--- src/npu_pkg.sv ---
package npu_pkg;

  //////////////////////////////
  // datapath widths
  //////////////////////////////

  localparam int data_w = 16;  // input words, weights and offsets share this width
  localparam int acc_w = 48;  // wide enough for a long chain of 16x16 products

  // offsets sit above this many fraction bits once they join the accumulator
  localparam int frac_bits = 7;

  localparam int pe_idx_w = 3;  // selects one of the PEs on the write and output paths

  //////////////////////////////
  // datapath types
  //////////////////////////////

  typedef logic signed [data_w-1:0] data_t;  // activation word coming from the input port

  typedef logic signed [data_w-1:0] weight_t;  // one entry of a per-PE weight buffer

  typedef logic signed [data_w-1:0] offset_t;  // bias that seeds the head of the chain

  typedef logic signed [acc_w-1:0] acc_t;  // running sum carried from PE to PE

endpackage
--- src/npu_proc_eng.sv ---
module npu_proc_eng (
  input logic CLK,
  input logic reset,
  input logic new_input_wren,  // one-hot load strobe from the write decode
  input logic pe_en,  // high on every compute clock
  input npu_pkg::data_t data_in,  // broadcast input word
  input npu_pkg::weight_t weight_in,  // current entry of this PE's weight buffer
  input npu_pkg::acc_t acc_in,  // carry-in from the previous PE or the chain head
  output npu_pkg::acc_t acc_out
);

  localparam int prod_w = 2 * npu_pkg::data_w;  // full width of a signed 16x16 product

  npu_pkg::data_t data_reg;  // input word held for a whole neuron pass
  logic signed [prod_w-1:0] product;  // data times weight before widening
  npu_pkg::acc_t product_ext;  // product sign-extended to the accumulator

  assign product = data_reg * weight_in;  // both operands signed so the multiply is signed
  assign product_ext = npu_pkg::acc_t'(product);  // a signed size cast copies the sign bit up

  //////////////////////////////
  // input data register
  //////////////////////////////

  always_ff @(posedge CLK) begin
    if (reset) begin
      data_reg <= '0;
    end else if (new_input_wren) begin
      data_reg <= data_in;  // visible to the multiplier on the next clock
    end
  end

  //////////////////////////////
  // multiply-accumulate stage
  //////////////////////////////

  always_ff @(posedge CLK) begin
    if (reset) begin
      acc_out <= '0;  // pe_dout reads zero until the first compute clock
    end else if (pe_en) begin
      acc_out <= acc_in + product_ext;  // the sum moves one PE down the chain per clock
    end
  end

endmodule

--- config.mk ---
export PLATFORM = sky130hd
export DESIGN_NAME = npu_proc_eng
export DESIGN_NICKNAME = d
export VERILOG_FILES = /design/src/npu_pkg.sv /design/src/npu_proc_eng.sv
export SDC_FILE = /design/constraint.sdc
export NUM_CORES = 1
export LEC_CHECK = 0
export BUFFER_PORTS_ARGS = -buffer_cell sky130_fd_sc_hd__buf_2
export CAP_MARGIN = 5
export CORE_MARGIN = 2
export CORE_UTILIZATION = 60
export DETAILED_ROUTE_END_ITERATION = 8
export PLACE_DENSITY = 0.79
export SLEW_MARGIN = 40
export SYNTH_ARGS = -nofsm -noshare
export SYNTH_HDL_FRONTEND = slang
export SYNTH_SLANG_ARGS = --single-unit
export TNS_END_PERCENT = 50
--- constraint.sdc ---
create_clock -name CLK -period 19.3 [get_ports CLK]
set_clock_uncertainty 0.2 [all_clocks]
set_input_delay 0 -clock CLK [delete_from_list [all_inputs] [get_ports CLK]]
set_output_delay 0 -clock CLK [all_outputs]
set_load 0.005 [all_outputs]
==> results.txt, run 1 <==
Status: finished with violations
Failing checks: DRC, hold timing
Syn_area_per_cell: 9.24 um2
Largest cells by area after synthesis: fa_1 45%, ha_1 10%, inv_1 9.7%
Chip Height: 167 um
Crit path top cell by count: inv_1
Main flop type after synthesis: dfxtp_1
Cts repair resizes: 0
Core area: 26,100 um2
CTS Buf Count: 9
Yosys Warn Count: 0
Startpoint types: flip-flop
Register area: 1280 um2
Port-buffer cells: 131
Post-synth ARST share: 0
Sequential share of the synthesized area: 0.0800
Avg WL per Cell: 18.1 um
Max frequency: 0.129 GHz
Crit path cell chain: nand2_1 -> inv_1 -> fa_2 -> inv_1 -> fa_1 -> inv_1 -> fa_1 -> inv_1 -> fa_1 -> inv_1 -> fa_1 -> inv_1 -> fa_1 -> inv_1 -> ha_1 -> a211oi_1 -> o211a_1 -> o31a_1 -> nor2_1 -> a21oi_1 -> o311ai_4 -> o221a_2 -> a221o_1
Multi-input gate area: 13,000 um2
Worst hold path class: in -> reg
Post-route ant nets: 0
Vias/cell: 5.55
Worst EP required: 19.33 ns
Max cap viols: 0
Syn-to-layout area delta: 8.72%
Layout cells sized above 1: 0.0901
RD Place Congestion: 0.926
Slew Viols, Final: 0
First-pass GRT wire length: 67.3 mm
N_diodes: 0
Share of the synthesized area in the top cell type: 0.453
Clock transition at the registers of the reported paths: 0.06 ns
Library cells used by synthesis: 66
DP Wirelength: 33.1 mm
Routed wire length: 39.5 mm
Number of flip-flops under the largest register name: 48
RSZ-0062 raised after global routing: no
CP arrival: 7.78 ns
Fin crit share: 0.402
Post-synthesis register bit count: 64
Ports: 132
# fillers: 2,107
Max incr delay on CP: 0.76 ns
Slew Limit Headroom: 0.475
Post-Syn Instances: 1,732
NumNets Final: 2,414
CP endpoint kind: flip-flop
Crit-path max FO: 17
1st-iter DRT viols: 714
Mapped Area: 16,000 um2
Commonest non-fill, non-tap cells in the layout: 411 x inv_1, 361 x fa_1, 176 x nand2_1, 131 x ha_1, 130 x buf_2
Hold Slack: -0.0197 ns
Total global-route track usage: 0.303
Post-synth EDFFs: 0
Longest Clk Path Bufs: 2
Antenna violations before repair: 0
CTS tree: yes
Post-synth top area cell: fa_1
H-tree depth: 3
DRC violations left: 5
Drt pass-1 iters: 7
Total gr overflow: 0
Clock latency on the worst-skew pair: 0.34 ns
Crit-path slowest cell: fa_1
Syn nets: 2,309
Std cell rows: 59
Final Hold Vio Count: 3
Die width: 167 um
Clk root buf: clkbuf_16
Setup_tns: 0 ns
Vias post-DR: 12,100
Die area: 28,000 um2
Tmin final: 7.75 ns
CTS sink count: 64
Measured slew at the worst slew-check pin: 0.787 ns
Final setup vio count: 0
Most common cell after layout, fill and taps aside: inv_1
Largest net degree at the start of global routing: 57
Initial Utilization: 0.613
Vias in the first global route: 13,200
Critical path class: reg -> reg
==> Yosys cell counts, drive strengths merged (5+ instances only) <==
cell,instances
dfxtp,64
nor2b,6
nand2,176
a21o,29
and3,11
a31oi,8
and2,122
a211oi,6
xnor2,25
o311ai,5
fa,362
nor3,12
o21bai,6
clkbuf,51
inv,412
buf,7
nand2b,5
a21oi,46
nand3,25
nor2,86
o21a,7
mux2i,33
ha,131
o21ai,28
==> layout make-up <==
type | count | area share
clock inverter | 5 | 0.00496
tap | 335 | 0.0241
multi-input combinational | 1197 | 0.744
sequential | 64 | 0.0736
inverter | 413 | 0.0891
timing repair buffer | 152 | 0.0493
clock buffer | 11 | 0.0145
==> routing by layer <==
metal | wire, um | up-vias | track usage
met5 | 0 | - | 0
met1 | 15900 | 6110 | 0.383
met4 | 1650 | 0 | 0.119
li1 | - | 5476 | -
met2 | 20000 | 391 | 0.525
met3 | 2020 | 102 | 0.0489
==> logic make-up (layout without fill, tap and decap cells) <==
family	count (synthesis)	count (layout)	share of synthesized area
buffers and inverters	471	581	0.111
DFF	64	64	0.0800
xor gates and xnor gates	29	29	0.0159
and+or+nand+nor	465	465	0.139
muxes	33	33	0.0206
AOI/OAI and AO/OA	177	177	0.0780
adders and majority gates	493	493	0.555
==> worst max-delay path, delay by kind of cell (launching register included) <==
family                   cells  cell delay (ns)
AND/OR/NAND/NOR              2             0.29
flip-flops                   1             0.46
AO/OA/AOI/OAI                7             1.60
buffers and inverters        7             0.97
adder cells (fa/ha/maj)      7             4.10
==> final timing paths <==
check | start | end | slack [ns] | depth (start not counted)
setup / recovery | data_reg[15] | acc_out[45] | 11.55 | 23
hold / removal | pe_en | acc_out[47] | -0.02 | 3
setup reg to reg | data_reg[15] | acc_out[45] | 11.55 | 23
hold reg to reg | acc_out[36] | acc_out[36] | 0.26 | 2
==> per-stage QoR <==
step	util	setup slack (ns)	area [um2]	hold WS, ns	instances
floorplan	-	12.12	16000	-0.0526	1732
global placement	0.646	11.69	16900	0.0316	2144
detailed placement	0.646	11.49	16900	0.0411	2144
CTS	0.666	11.51	17400	0.0491	2177
global route	0.666	11.10	17400	0.0197	2177
finish	0.666	11.55	17400	-0.0197	2177
==> timing repair <==
action                    4_1_cts  5_1_grt
setup buffers                   0        0
hold buffers                   17        0
hold endpoints to repair       17        0
Power of run 1 is left out: the tool's default activity adds up to more than one toggle a clock period on the data nets, which glitch-free logic cannot reach.
==> run 2, diff against run 1 <==
==> constraint.sdc (replaced) <==
create_clock -name CLK -period 8 [get_ports CLK]
set_clock_uncertainty 0.2 [all_clocks]
set_input_delay 0 -clock CLK [delete_from_list [all_inputs] [get_ports CLK]]
set_output_delay 0 -clock CLK [all_outputs]
set_load 0.005 [all_outputs]
==> run 2 against run 1 <==
  * The flow still finishes with violations (DRC, hold timing)
  * Count of clock-buffer cells in the layout fell by 1
  * Die area unchanged
  * Sequential share of layout area is essentially flat
  * Final cell count rose by 0.37%
  * Critical endpoint unchanged
  * Highest routed layer unchanged
==> results.txt, run 2 (synthesis gave the netlist of run 1 again) <==
RD Place Congestion: 0.914
Reg2reg end: acc_out[45]
CP endpoint kind: flip-flop
Commonest non-fill, non-tap cells in the layout: 412 x inv_1, 362 x fa_1, 176 x nand2_1, 131 x ha_1, 130 x buf_2
Critical path class: reg -> reg
Crit-path max FO: 17
Status: finished with violations
Drt pass-1 iters: 7
R2r startpoint: data_reg[15]
Die width: 167 um
Hold depth: 3
Die area: 28,000 um2
Most common cell after layout, fill and taps aside: inv_1
First-pass GRT wire length: 68.6 mm
Std cell rows: 59
Hold Slack: -0.0261 ns
Core area: 26,100 um2
Total gr overflow: 0
DRC violations left: 5
Setup_tns: 0 ns
Vias post-DR: 12,300
RSZ-0062 raised after global routing: no
Post-CTS Setup Inserts: 0
Port-buffer cells: 131
Worst hold path class: in -> reg
Post-route ant nets: 0
DP Wirelength: 33.5 mm
Clock transition at the registers of the reported paths: 0.06 ns
Total global-route track usage: 0.310
CP startpoint: data_reg[15]
Antenna violations before repair: 1
Worst EP required: 8.04 ns
CTS tree: yes
Avg WL per Cell: 18.7 um
Longest Clk Path Bufs: 2
1st-iter DRT viols: 839
Failing checks: DRC, hold timing
Fin crit share: 0.947
Cts repair resizes: 0
Slew Limit Headroom: 0.465
PnR worst setup slack: 0.426 ns
NumNets Final: 2,421
Final setup vio count: 0
Setup slack at placement: 0.522 ns
Tmin final: 7.57 ns
CP arrival: 7.61 ns
Chip Height: 167 um
Clock latency on the worst-skew pair: 0.34 ns
Measured slew at the worst slew-check pin: 0.801 ns
FF-to-FF path depth: 23
Worst R2R Setup Slack: 0.43 ns
Layout cells sized above 1: 0.0925
Slew Viols, Final: 0
CTS sink count: 64
Syn-to-layout area delta: 8.85%
Largest net degree at the start of global routing: 57
Ports: 132
Hold_sp: pe_en
Startpoint types: flip-flop
Vias/cell: 5.63
Max cap viols: 0
Hold Path Sink: acc_out[47]
Final Hold Vio Count: 3
Routed wire length: 40.8 mm
Number of flip-flops under the largest register name: 48
Vias in the first global route: 13,400
H-tree depth: 3
Clk root buf: clkbuf_16
Max frequency: 0.132 GHz
CTS Buf Count: 9
Initial Utilization: 0.613
-- run 2: cell types whose count changed in the layout (fill, tap and decap cells not counted) --
cell        delta
clkinvlp_4     +2
bufinv_16      -1
inv_2          -1
buf_4          +7
fa_2           -1
clkbuf_8       -1
inv_6          -1
diode_2        +1
inv_1          +1
clkinv_2       +1
fa_1           +1
-- run 2: timing repair --
action,4_1_cts,5_1_grt
endpoints found under the hold margin,17,0
endpoints found under the setup margin,0,0
hold buffers,17,0
-- run 2: final cells by class --
cell class / instances / area [um2]
clock buffers: 10 / 239
flip-flops and latches: 64 / 1280
multi-input cells: 1197 / 13000
well taps: 335 / 419
inverters: 413 / 1550
repair buffers: 159 / 911
diodes: 1 / 2.50
clock inverters: 6 / 67.6
fillers: 2024 / 8710
-- run 2: routing by layer --
metal | GRT usage | up-vias | wire length (um)
met5 | 0 | - | 0
met3 | 0.0399 | 118 | 2370
met1 | 0.392 | 6223 | 15900
met2 | 0.551 | 470 | 21000
li1 | - | 5480 | -
met4 | 0.112 | 0 | 1540
-- run 2: how the worst max path moves through the flow --
| stage | end | slack (ns) |
|---|---|---|
| 2_1_floorplan | acc_out[45] | 0.82 |
| 3_3_place_gp | acc_out[45] | 0.65 |
| 3_5_place_dp | acc_out[45] | 0.52 |
| 4_1_cts | acc_out[45] | 0.48 |
| 5_1_grt | acc_out[45] | 0.06 |
| 6_report | acc_out[45] | 0.43 |
-- run 2: through the flow --
stage / instance area [um2] / hold WS (ns) / util / cells
after global placement: 16900 / 0.0322 / 0.648 / 2151
after detailed placement: 16900 / 0.0430 / 0.648 / 2151
final: 17400 / -0.0261 / 0.667 / 2185
after CTS: 17400 / 0.0329 / 0.667 / 2184
after global routing: 17400 / 0.00369 / 0.667 / 2185
after floorplan: 16000 / -0.0526 / - / 1732
-- run 2: critical path: stages (launching register included) --
cell and delay, ns:
dfxtp_1 0.47, nand2_1 0.23, inv_1 0.08, fa_1 0.67
inv_1 0.13, fa_1 0.70, inv_1 0.22, fa_1 0.60
inv_1 0.15, fa_1 0.58, inv_1 0.22, fa_1 0.56
inv_1 0.05, fa_1 0.47, inv_1 0.04, ha_1 0.38
a211oi_1 0.27, o211a_1 0.19, o31a_1 0.23, nor2_1 0.07
a21oi_1 0.21, o311ai_4 0.18, o221a_2 0.30, a221o_1 0.25
Power of run 2 is left out for the same reason.
