[src/npu_pkg.sv]
package npu_pkg;

  //////////////////////////////
  // datapath widths
  //////////////////////////////

  localparam int data_w = 16;  // input words, weights and offsets share this width
  localparam int acc_w = 48;  // wide enough for a long chain of 16x16 products

  // offsets sit above this many fraction bits once they join the accumulator
  localparam int frac_bits = 7;

  localparam int pe_idx_w = 3;  // selects one of the PEs on the write and output paths

  //////////////////////////////
  // datapath types
  //////////////////////////////

  typedef logic signed [data_w-1:0] data_t;  // activation word coming from the input port

  typedef logic signed [data_w-1:0] weight_t;  // one entry of a per-PE weight buffer

  typedef logic signed [data_w-1:0] offset_t;  // bias that seeds the head of the chain

  typedef logic signed [acc_w-1:0] acc_t;  // running sum carried from PE to PE

endpackage
[src/npu_circ_buf.sv]
module npu_circ_buf #(
  parameter type payload_t = npu_pkg::data_t,  // weight_t or offset_t at the top level
  parameter int depth = 16  // number of entries the buffer can hold
) (
  input logic CLK,
  input logic reset,
  input logic read_en,  // steps the replay pointer once per clock
  input logic write_en,  // appends din behind the last written entry
  input payload_t din,
  output payload_t dout
);

  localparam int addr_w = (depth > 1) ? $clog2(depth) : 1;  // index into the storage
  localparam int cnt_w = $clog2(depth + 1);  // the count must be able to reach depth

  payload_t mem [depth];  // configured list, replayed in write order

  logic [addr_w-1:0] rd_ptr;  // entry currently shown on dout
  logic [cnt_w-1:0] wr_cnt;  // number of valid entries, also the next write slot
  logic [cnt_w-1:0] rd_last;  // count minus one marks where the pointer wraps
  logic do_write;  // write that still fits in the storage

  assign do_write = write_en && (wr_cnt < cnt_w'(depth));  // extra writes past depth are lost
  assign rd_last = wr_cnt - 1'b1;

  // only entries below the write count are ever shown on dout
  always_ff @(posedge CLK) begin
    if (do_write) begin
      mem[wr_cnt[addr_w-1:0]] <= din;  // lands at the count and is readable next clock
    end
  end

  always_ff @(posedge CLK) begin
    if (reset) begin
      wr_cnt <= '0;  // an empty buffer waits for a fresh configuration
      rd_ptr <= '0;
    end else begin
      if (do_write) begin
        wr_cnt <= wr_cnt + 1'b1;
      end
      if (read_en && (wr_cnt != '0)) begin
        if (cnt_w'(rd_ptr) == rd_last) begin
          rd_ptr <= '0;  // wrap after the last written entry so the list replays
        end else begin
          rd_ptr <= rd_ptr + 1'b1;
        end
      end
    end
  end

  // zero while nothing has been written so no unknown value enters the chain
  assign dout = (wr_cnt == '0) ? payload_t'('0) : mem[rd_ptr];  // no register on the read side

endmodule

[config.mk]
export PLATFORM = sky130hd
export DESIGN_NAME = npu_circ_buf
export DESIGN_NICKNAME = d
export VERILOG_FILES = /design/src/npu_pkg.sv /design/src/npu_circ_buf.sv
export SDC_FILE = /design/constraint.sdc
export NUM_CORES = 1
export LEC_CHECK = 0
export BUFFER_PORTS_ARGS = -buffer_cell sky130_fd_sc_hd__buf_2
export CORE_AREA = 2 2 188 98
export DETAILED_ROUTE_END_ITERATION = 10
export DIE_AREA = 0 0 190 100
export PLACE_DENSITY = 0.77
export SLEW_MARGIN = 25
export SYNTH_ARGS = -nofsm -noshare
export SYNTH_HDL_FRONTEND = slang
export SYNTH_SLANG_ARGS = --single-unit
[constraint.sdc]
create_clock -name CLK -period 3 [get_ports CLK]
set_input_delay 0.3 -clock CLK [delete_from_list [all_inputs] [get_ports CLK]]
set_output_delay 0.3 -clock CLK [all_outputs]
set_load 0.02 [all_outputs]
==> results of run 1 <==
## per-stage QoR
step,power [mW],instance area [sq um],setup slack (ns),cells,utilization [%]
after global routing,8.15,11900,0.0140,803,67.2
after detailed placement,4.83,11000,0.506,761,62.6
final,7.91,11900,0.153,803,67.2
after floorplan,4.62,10400,0.596,480,-
after CTS,7.96,11800,0.0555,803,67.1
after global placement,4.81,11000,0.594,761,62.6
## registers in the layout, indices dropped and copies added, names as in the netlist, named ones only
name,flops
mem,256
wr_cnt,5
rd_ptr,4
## logic make-up (layout without fill, tap and decap cells)
family | Yosys count | count (layout) | share of synthesized area (%)
and+or+nand+nor | 48 | 48 | 2.24
adders and majority gates | 6 | 6 | 0.724
AOI/OAI and AO/OA | 37 | 37 | 2.63
buffers and inverters | 28 | 111 | 1.30
DFF | 269 | 269 | 76.6
muxes | 81 | 81 | 15.5
xor gates and xnor gates | 11 | 11 | 0.929
## routing by layer
metal	wire [microns]	global-route usage (%)	vias up
li1	-	-	2126
met1	9780	38.4	2634
met2	9520	34.1	229
met3	1750	4.90	32
met4	372	4.59	0
met5	0	0	-
## what timing repair did
action / 4_1_cts / 5_1_grt
gates resized for setup: 1 / 2
pin swaps: 0 / 0
hold buffers: 0 / 0
endpoints found under the setup margin: 3 / 13
## power by group
group	switching [mW]	internal (mW)
combinational	0.333	0.237
sequential	0.0227	4.16
clock	1.31	1.85
## final timing paths
check	from	end	slack, ns	cells past startpoint
min reg2reg	rd_ptr[3]	rd_ptr[3]	0.58	2
max	wr_cnt[1]	dout[5]	0.15	7
min	reset	wr_cnt[0]	0.1	2
max reg2reg	wr_cnt[4]	mem[15][6]	0.69	4
## cells in the mapped netlist
library cell    n  area share, %
inv_1           3           0.11
nor2_1         19           0.69
o21ai_0         6           0.29
or4b_4          1           0.13
a221o_1         1          0.097
mux4_2         64             14
clkbuf_1        9           0.33
o21ba_2         2           0.19
nand4_1         3           0.18
nand2b_1        2           0.12
buf_6           2           0.22
a22oi_1        14            1.0
clkbuf_2        1          0.048
dfxtp_1        13            2.5
and3_4          1           0.11
mux2i_1        17            1.6
nand3_1         2          0.097
buf_1           2          0.072
nor3_1         10           0.48
nor2b_1         1          0.060
nor4b_1         1          0.084
xor2_1          6           0.51
a21oi_1         1          0.048
ha_1            6           0.72
buf_2          11           0.53
edfxtp_1      256             74
a2111oi_4       1           0.27
o21ai_1        10           0.48
xnor2_1         5           0.42
a22oi_2         2           0.24
nand2_1         8           0.29
## cell type report
type | count | area (sq um)
clock buffers | 25 | 583
fillers | 1097 | 5790
inverters | 3 | 11.3
well taps | 240 | 300
repair buffers | 66 | 433
clock inverters | 17 | 223
multi-input cells | 183 | 2350
flip-flops and latches | 269 | 7950
==> run_results.csv, run 1 <==
group,metric,value,unit
critical_path,required,2.70,ns
die,start_util,58.8,%
synth,avgSynthCellArea,21.6,sq um
drt,drt-pass1-iter-count,5,
final_layout,layout.nets,572,
final_layout,final_common_cell,"edfxtp_1",
critical_path,critical_path.slowest_cell,"or4b_4",
cts,cts_tree,"yes",
die,design.core.area,0.0176,sq mm
place,place_congestion,0.818,
critical_path,arrival,2.55,ns
cts,insertion_delay,0.53,ns
cts,cts_sinks,269,
die,die_h,100,microns
cts,cts_buffer_depth,3,
synth,synthesis.area,0.0104,sq mm
critical_path,path_delay_family,"simple AND/OR/NAND/NOR gates",
synth,synth.distinct_cells,31,
global_route,grt_max_degree,46,
synth,yosys_warnings,0,
place,io_buffers,35,
job,maxCapViolCount,0,
critical_path,critPathBufInv,2,
sta,slew_headroom,58.1,%
global_route,grt_first_pass_wirelength,32100,microns
power,leakagePower,3.72,nW
sta,finalSetupViolations,0,
drt,drt_iter0_drc,656,
drt,drc,0,
final_layout,drive_above_1_share,35.0,%
min_path,hold_path_class,"input pin to flop",
power,max-vdd-ir-drop,0.395,mV
sta,tns,0,ns
synth,synthCells,480,
die,dieWidth,190,microns
die,dieArea,0.0190,sq mm
final_layout,syn2layout_area_growth,14.3,%
global_route,grt_usage,23.7,%
final_layout,final_cell_mix,"edfxtp_1, mux4_2, buf_2, buf_4, clkbuf_16",
cts,clk_pin_slew_worst_paths,0.07,ns
sta,min_period,2.85,ns
critical_path,cp-end-kind,"primary output",
synth,ys_ff_latch,269,
cts,cts_root_buf,"clkbuf_16",
die,io_pins,36,
drt,drt_wl_total,21400,microns
sta,skew,0.0200,ns
drt,wl_per_cell,26.7,microns
place,dpl.hpwl,13000,microns
status,run_status,"finished clean",
drt,via_per_inst,6.25,
power,p_per_area,667,mW/mm^2
global_route,antenna_found_initial,0,
drt,antenna_left,0,
critical_path,start_kind,"flop",
sta,finalHoldViolCount,0,
sta,clock.fmax,351,MHz
critical_path,slowest_delay,0.51,ns
critical_path,crit_type,"flop to primary output",
cts,cts_buffers,23,
sta,rsz0062_at_grt,"false",
cts,h-tree-depth,1,
synth,ys_seq_area_share,76.6,%
critical_path,crit_fanout,16,
synth,synth_fp_nets,506,
cts,cts_setup_buffers,0,
die,rows,35,
global_route,grt_overflow_total,0,
drt,vias,5021,
sta,fin_crit_sh,94.9,%
global_route,grt_pass1_vias,4963,
sta,hold_ws,0.0957,ns
sta,worstMarginPinSlew,0.627,ns
critical_path,critical_path.cell_chain,"inv_1 -> ha_1 -> or4b_4 -> and3_4 -> a22oi_1 -> o21ai_1 -> buf_2",
sta,finalMaxSlewViolations,0,
final_layout,diodes,0,
(Power assumes the default switching activity.)
==> run 2, diff against run 1 <==
REMOVE_ABC_BUFFERS = 1   (was not set)
==> run_results.csv, run 2 (synthesis results as in run 1) <==
group,metric,value,unit
status,run_status,"finished clean",
critical_path,cp-end-kind,"primary output",
place,place_ws,0.692,ns
drt,drt_iter0_drc,632,
drt,via_per_inst,6.33,
final_layout,syn2layout_area_growth,13.9,%
cts,cts_buffers,23,
die,dieWidth,190,microns
cts,insertion_delay,0.50,ns
drt,antenna_left,0,
critical_path,crit_type,"flop to primary output",
critical_path,timing.rr.start,"wr_cnt[0]",
final_layout,largest_reg_flops,256,
die,start_util,58.8,%
critical_path,slowest_delay,0.51,ns
final_layout,diodes,0,
critical_path,reg2reg_setup_slack,0.74,ns
final_layout,final_cell_mix,"edfxtp_1, mux4_2, buf_2, clkbuf_16, buf_4",
min_path,worstHoldStart,"reset",
global_route,grt_use_met1,37.5,%
sta,finalMaxSlewViolations,0,
place,place_congestion,0.821,
die,rows,35,
cts,cts_buffer_depth,3,
critical_path,crit_fanout,16,
sta,clock.fmax,349,MHz
final_layout,fin_util,66.9,%
critical_path,start_kind,"flop",
sta,finalHoldViolCount,0,
min_path,hold_end,"wr_cnt[1]",
place,io_buffers,35,
sta,fin_crit_sh,95.4,%
global_route,grt_max_degree,26,
power,p_per_area,634,mW/mm^2
die,dieArea,0.0190,sq mm
place,dpl.hpwl,13000,microns
global_route,antenna_found_initial,0,
power,max-vdd-ir-drop,0.502,mV
die,die_h,100,microns
global_route,grt_usage,23.8,%
drt,drc,0,
final_layout,multi_input_area,0.00235,sq mm
global_route,grt_overflow_total,0,
final_layout,drive_above_1_share,32.9,%
final_layout,fin_area,0.0118,sq mm
cts,clk_pin_slew_worst_paths,0.07,ns
final_layout,layout.nets,572,
cts,h-tree-depth,1,
die,io_pins,36,
sta,worstMarginPinSlew,0.648,ns
final_layout,final_common_cell,"edfxtp_1",
final_layout,regArea,0.00795,sq mm
min_path,hold_path_class,"input pin to flop",
global_route,grt_first_pass_wirelength,32500,microns
job,maxCapViolCount,0,
critical_path,arrival,2.56,ns
cts,cts_sinks,269,
final_layout,nFillCells,1099,
drt,drt_wl_total,21400,microns
min_path,hold_depth,2,
die,design.core.area,0.0176,sq mm
cts,cts_setup_buffers,0,
critical_path,critical_path.slowest_cell,"or4b_4",
sta,skew,0.0125,ns
sta,finalSetupViolations,0,
power,power,7.49,mW
critical_path,path_delay_family,"simple AND/OR/NAND/NOR gates",
critical_path,required,2.70,ns
drt,vias,5061,
global_route,grt_use_met2,34.5,%
critical_path,crit_cells,7,
cts,cts_tree,"yes",
drt,wl_per_cell,26.8,microns
critical_path,critical_path.cell_chain,"inv_1 -> ha_1 -> or4b_4 -> and3_4 -> a22oi_1 -> o21ai_0 -> buf_2",
critical_path,ff2ff_path_depth,6,
critical_path,critPathBufInv,2,
drt,drt-pass1-iter-count,5,
sta,min_period,2.86,ns
global_route,grt_pass1_vias,5189,
cts,cts_root_buf,"clkbuf_16",
global_route,use_met3,5.73,%
power,leakagePower,3.69,nW
place,place_area,0.0111,sq mm
sta,slew_headroom,56.7,%
sta,setup_slack,0.137,ns
global_route,busiest_layer,"met1",
sta,rsz0062_at_grt,"false",
run 2: through the flow:
step | cells | TNS [ns] | hold slack, ns
2_1_floorplan | 455 | -16.27 | 0.372
3_3_place_gp | 761 | 0 | 0.561
3_5_place_dp | 761 | 0 | 0.576
4_1_cts | 800 | 0 | 0.0550
5_1_grt | 800 | 0 | 0.0750
6_report | 800 | 0 | 0.0820
run 2: worst register-to-register path: stages (launching register included):
cell,delay (ns)
dfxtp_1,0.49
inv_1,0.14
ha_1,0.28
o21ba_2,0.22
a221o_1,0.38
a2111oi_4,0.49
nor3_1,0.13
run 2: final cells by class:
type                    instances  area share [%]
clock buffers                  28            5.03
clock inverters                11           0.699
inverters                       3          0.0953
multi-input cells             183            19.9
flip-flops and latches        269            67.3
well taps                     240            2.54
repair buffers                 66            4.44
run 2: how the worst max path moves through the flow:
stage / start / end / slack [ns]
3_3_place_gp: wr_cnt[0] / dout[4] / 0.70
2_1_floorplan: flop / dout[11] / -1.07
6_report: wr_cnt[0] / dout[4] / 0.14
3_5_place_dp: wr_cnt[0] / dout[2] / 0.69
4_1_cts: wr_cnt[0] / dout[0] / 0.11
5_1_grt: wr_cnt[0] / dout[0] / 0.009
run 2: layer usage:
| layer | wire (microns) | vias up | share of wire, % |
|---|---|---|---|
| li1 | - | 2120 | - |
| met1 | 9530 | 2648 | 45 |
| met2 | 9490 | 264 | 44 |
| met3 | 2050 | 29 | 9.6 |
| met4 | 337 | 0 | 1.6 |
| met5 | 0 | - | 0 |
run 2: where the power goes:
part	leakage [nW]	internal (mW)	switching (mW)
sequential	2.42	4.16	0.0372
clock	0.329	1.49	1.24
combinational	0.940	0.255	0.307
total	3.69	5.91	1.58
run 2: repair_timing:
action | 4_1_cts | 5_1_grt
resized for setup | 0 | 2
endpoints found under the setup margin | 0 | 14
hold buffers | 0 | 0
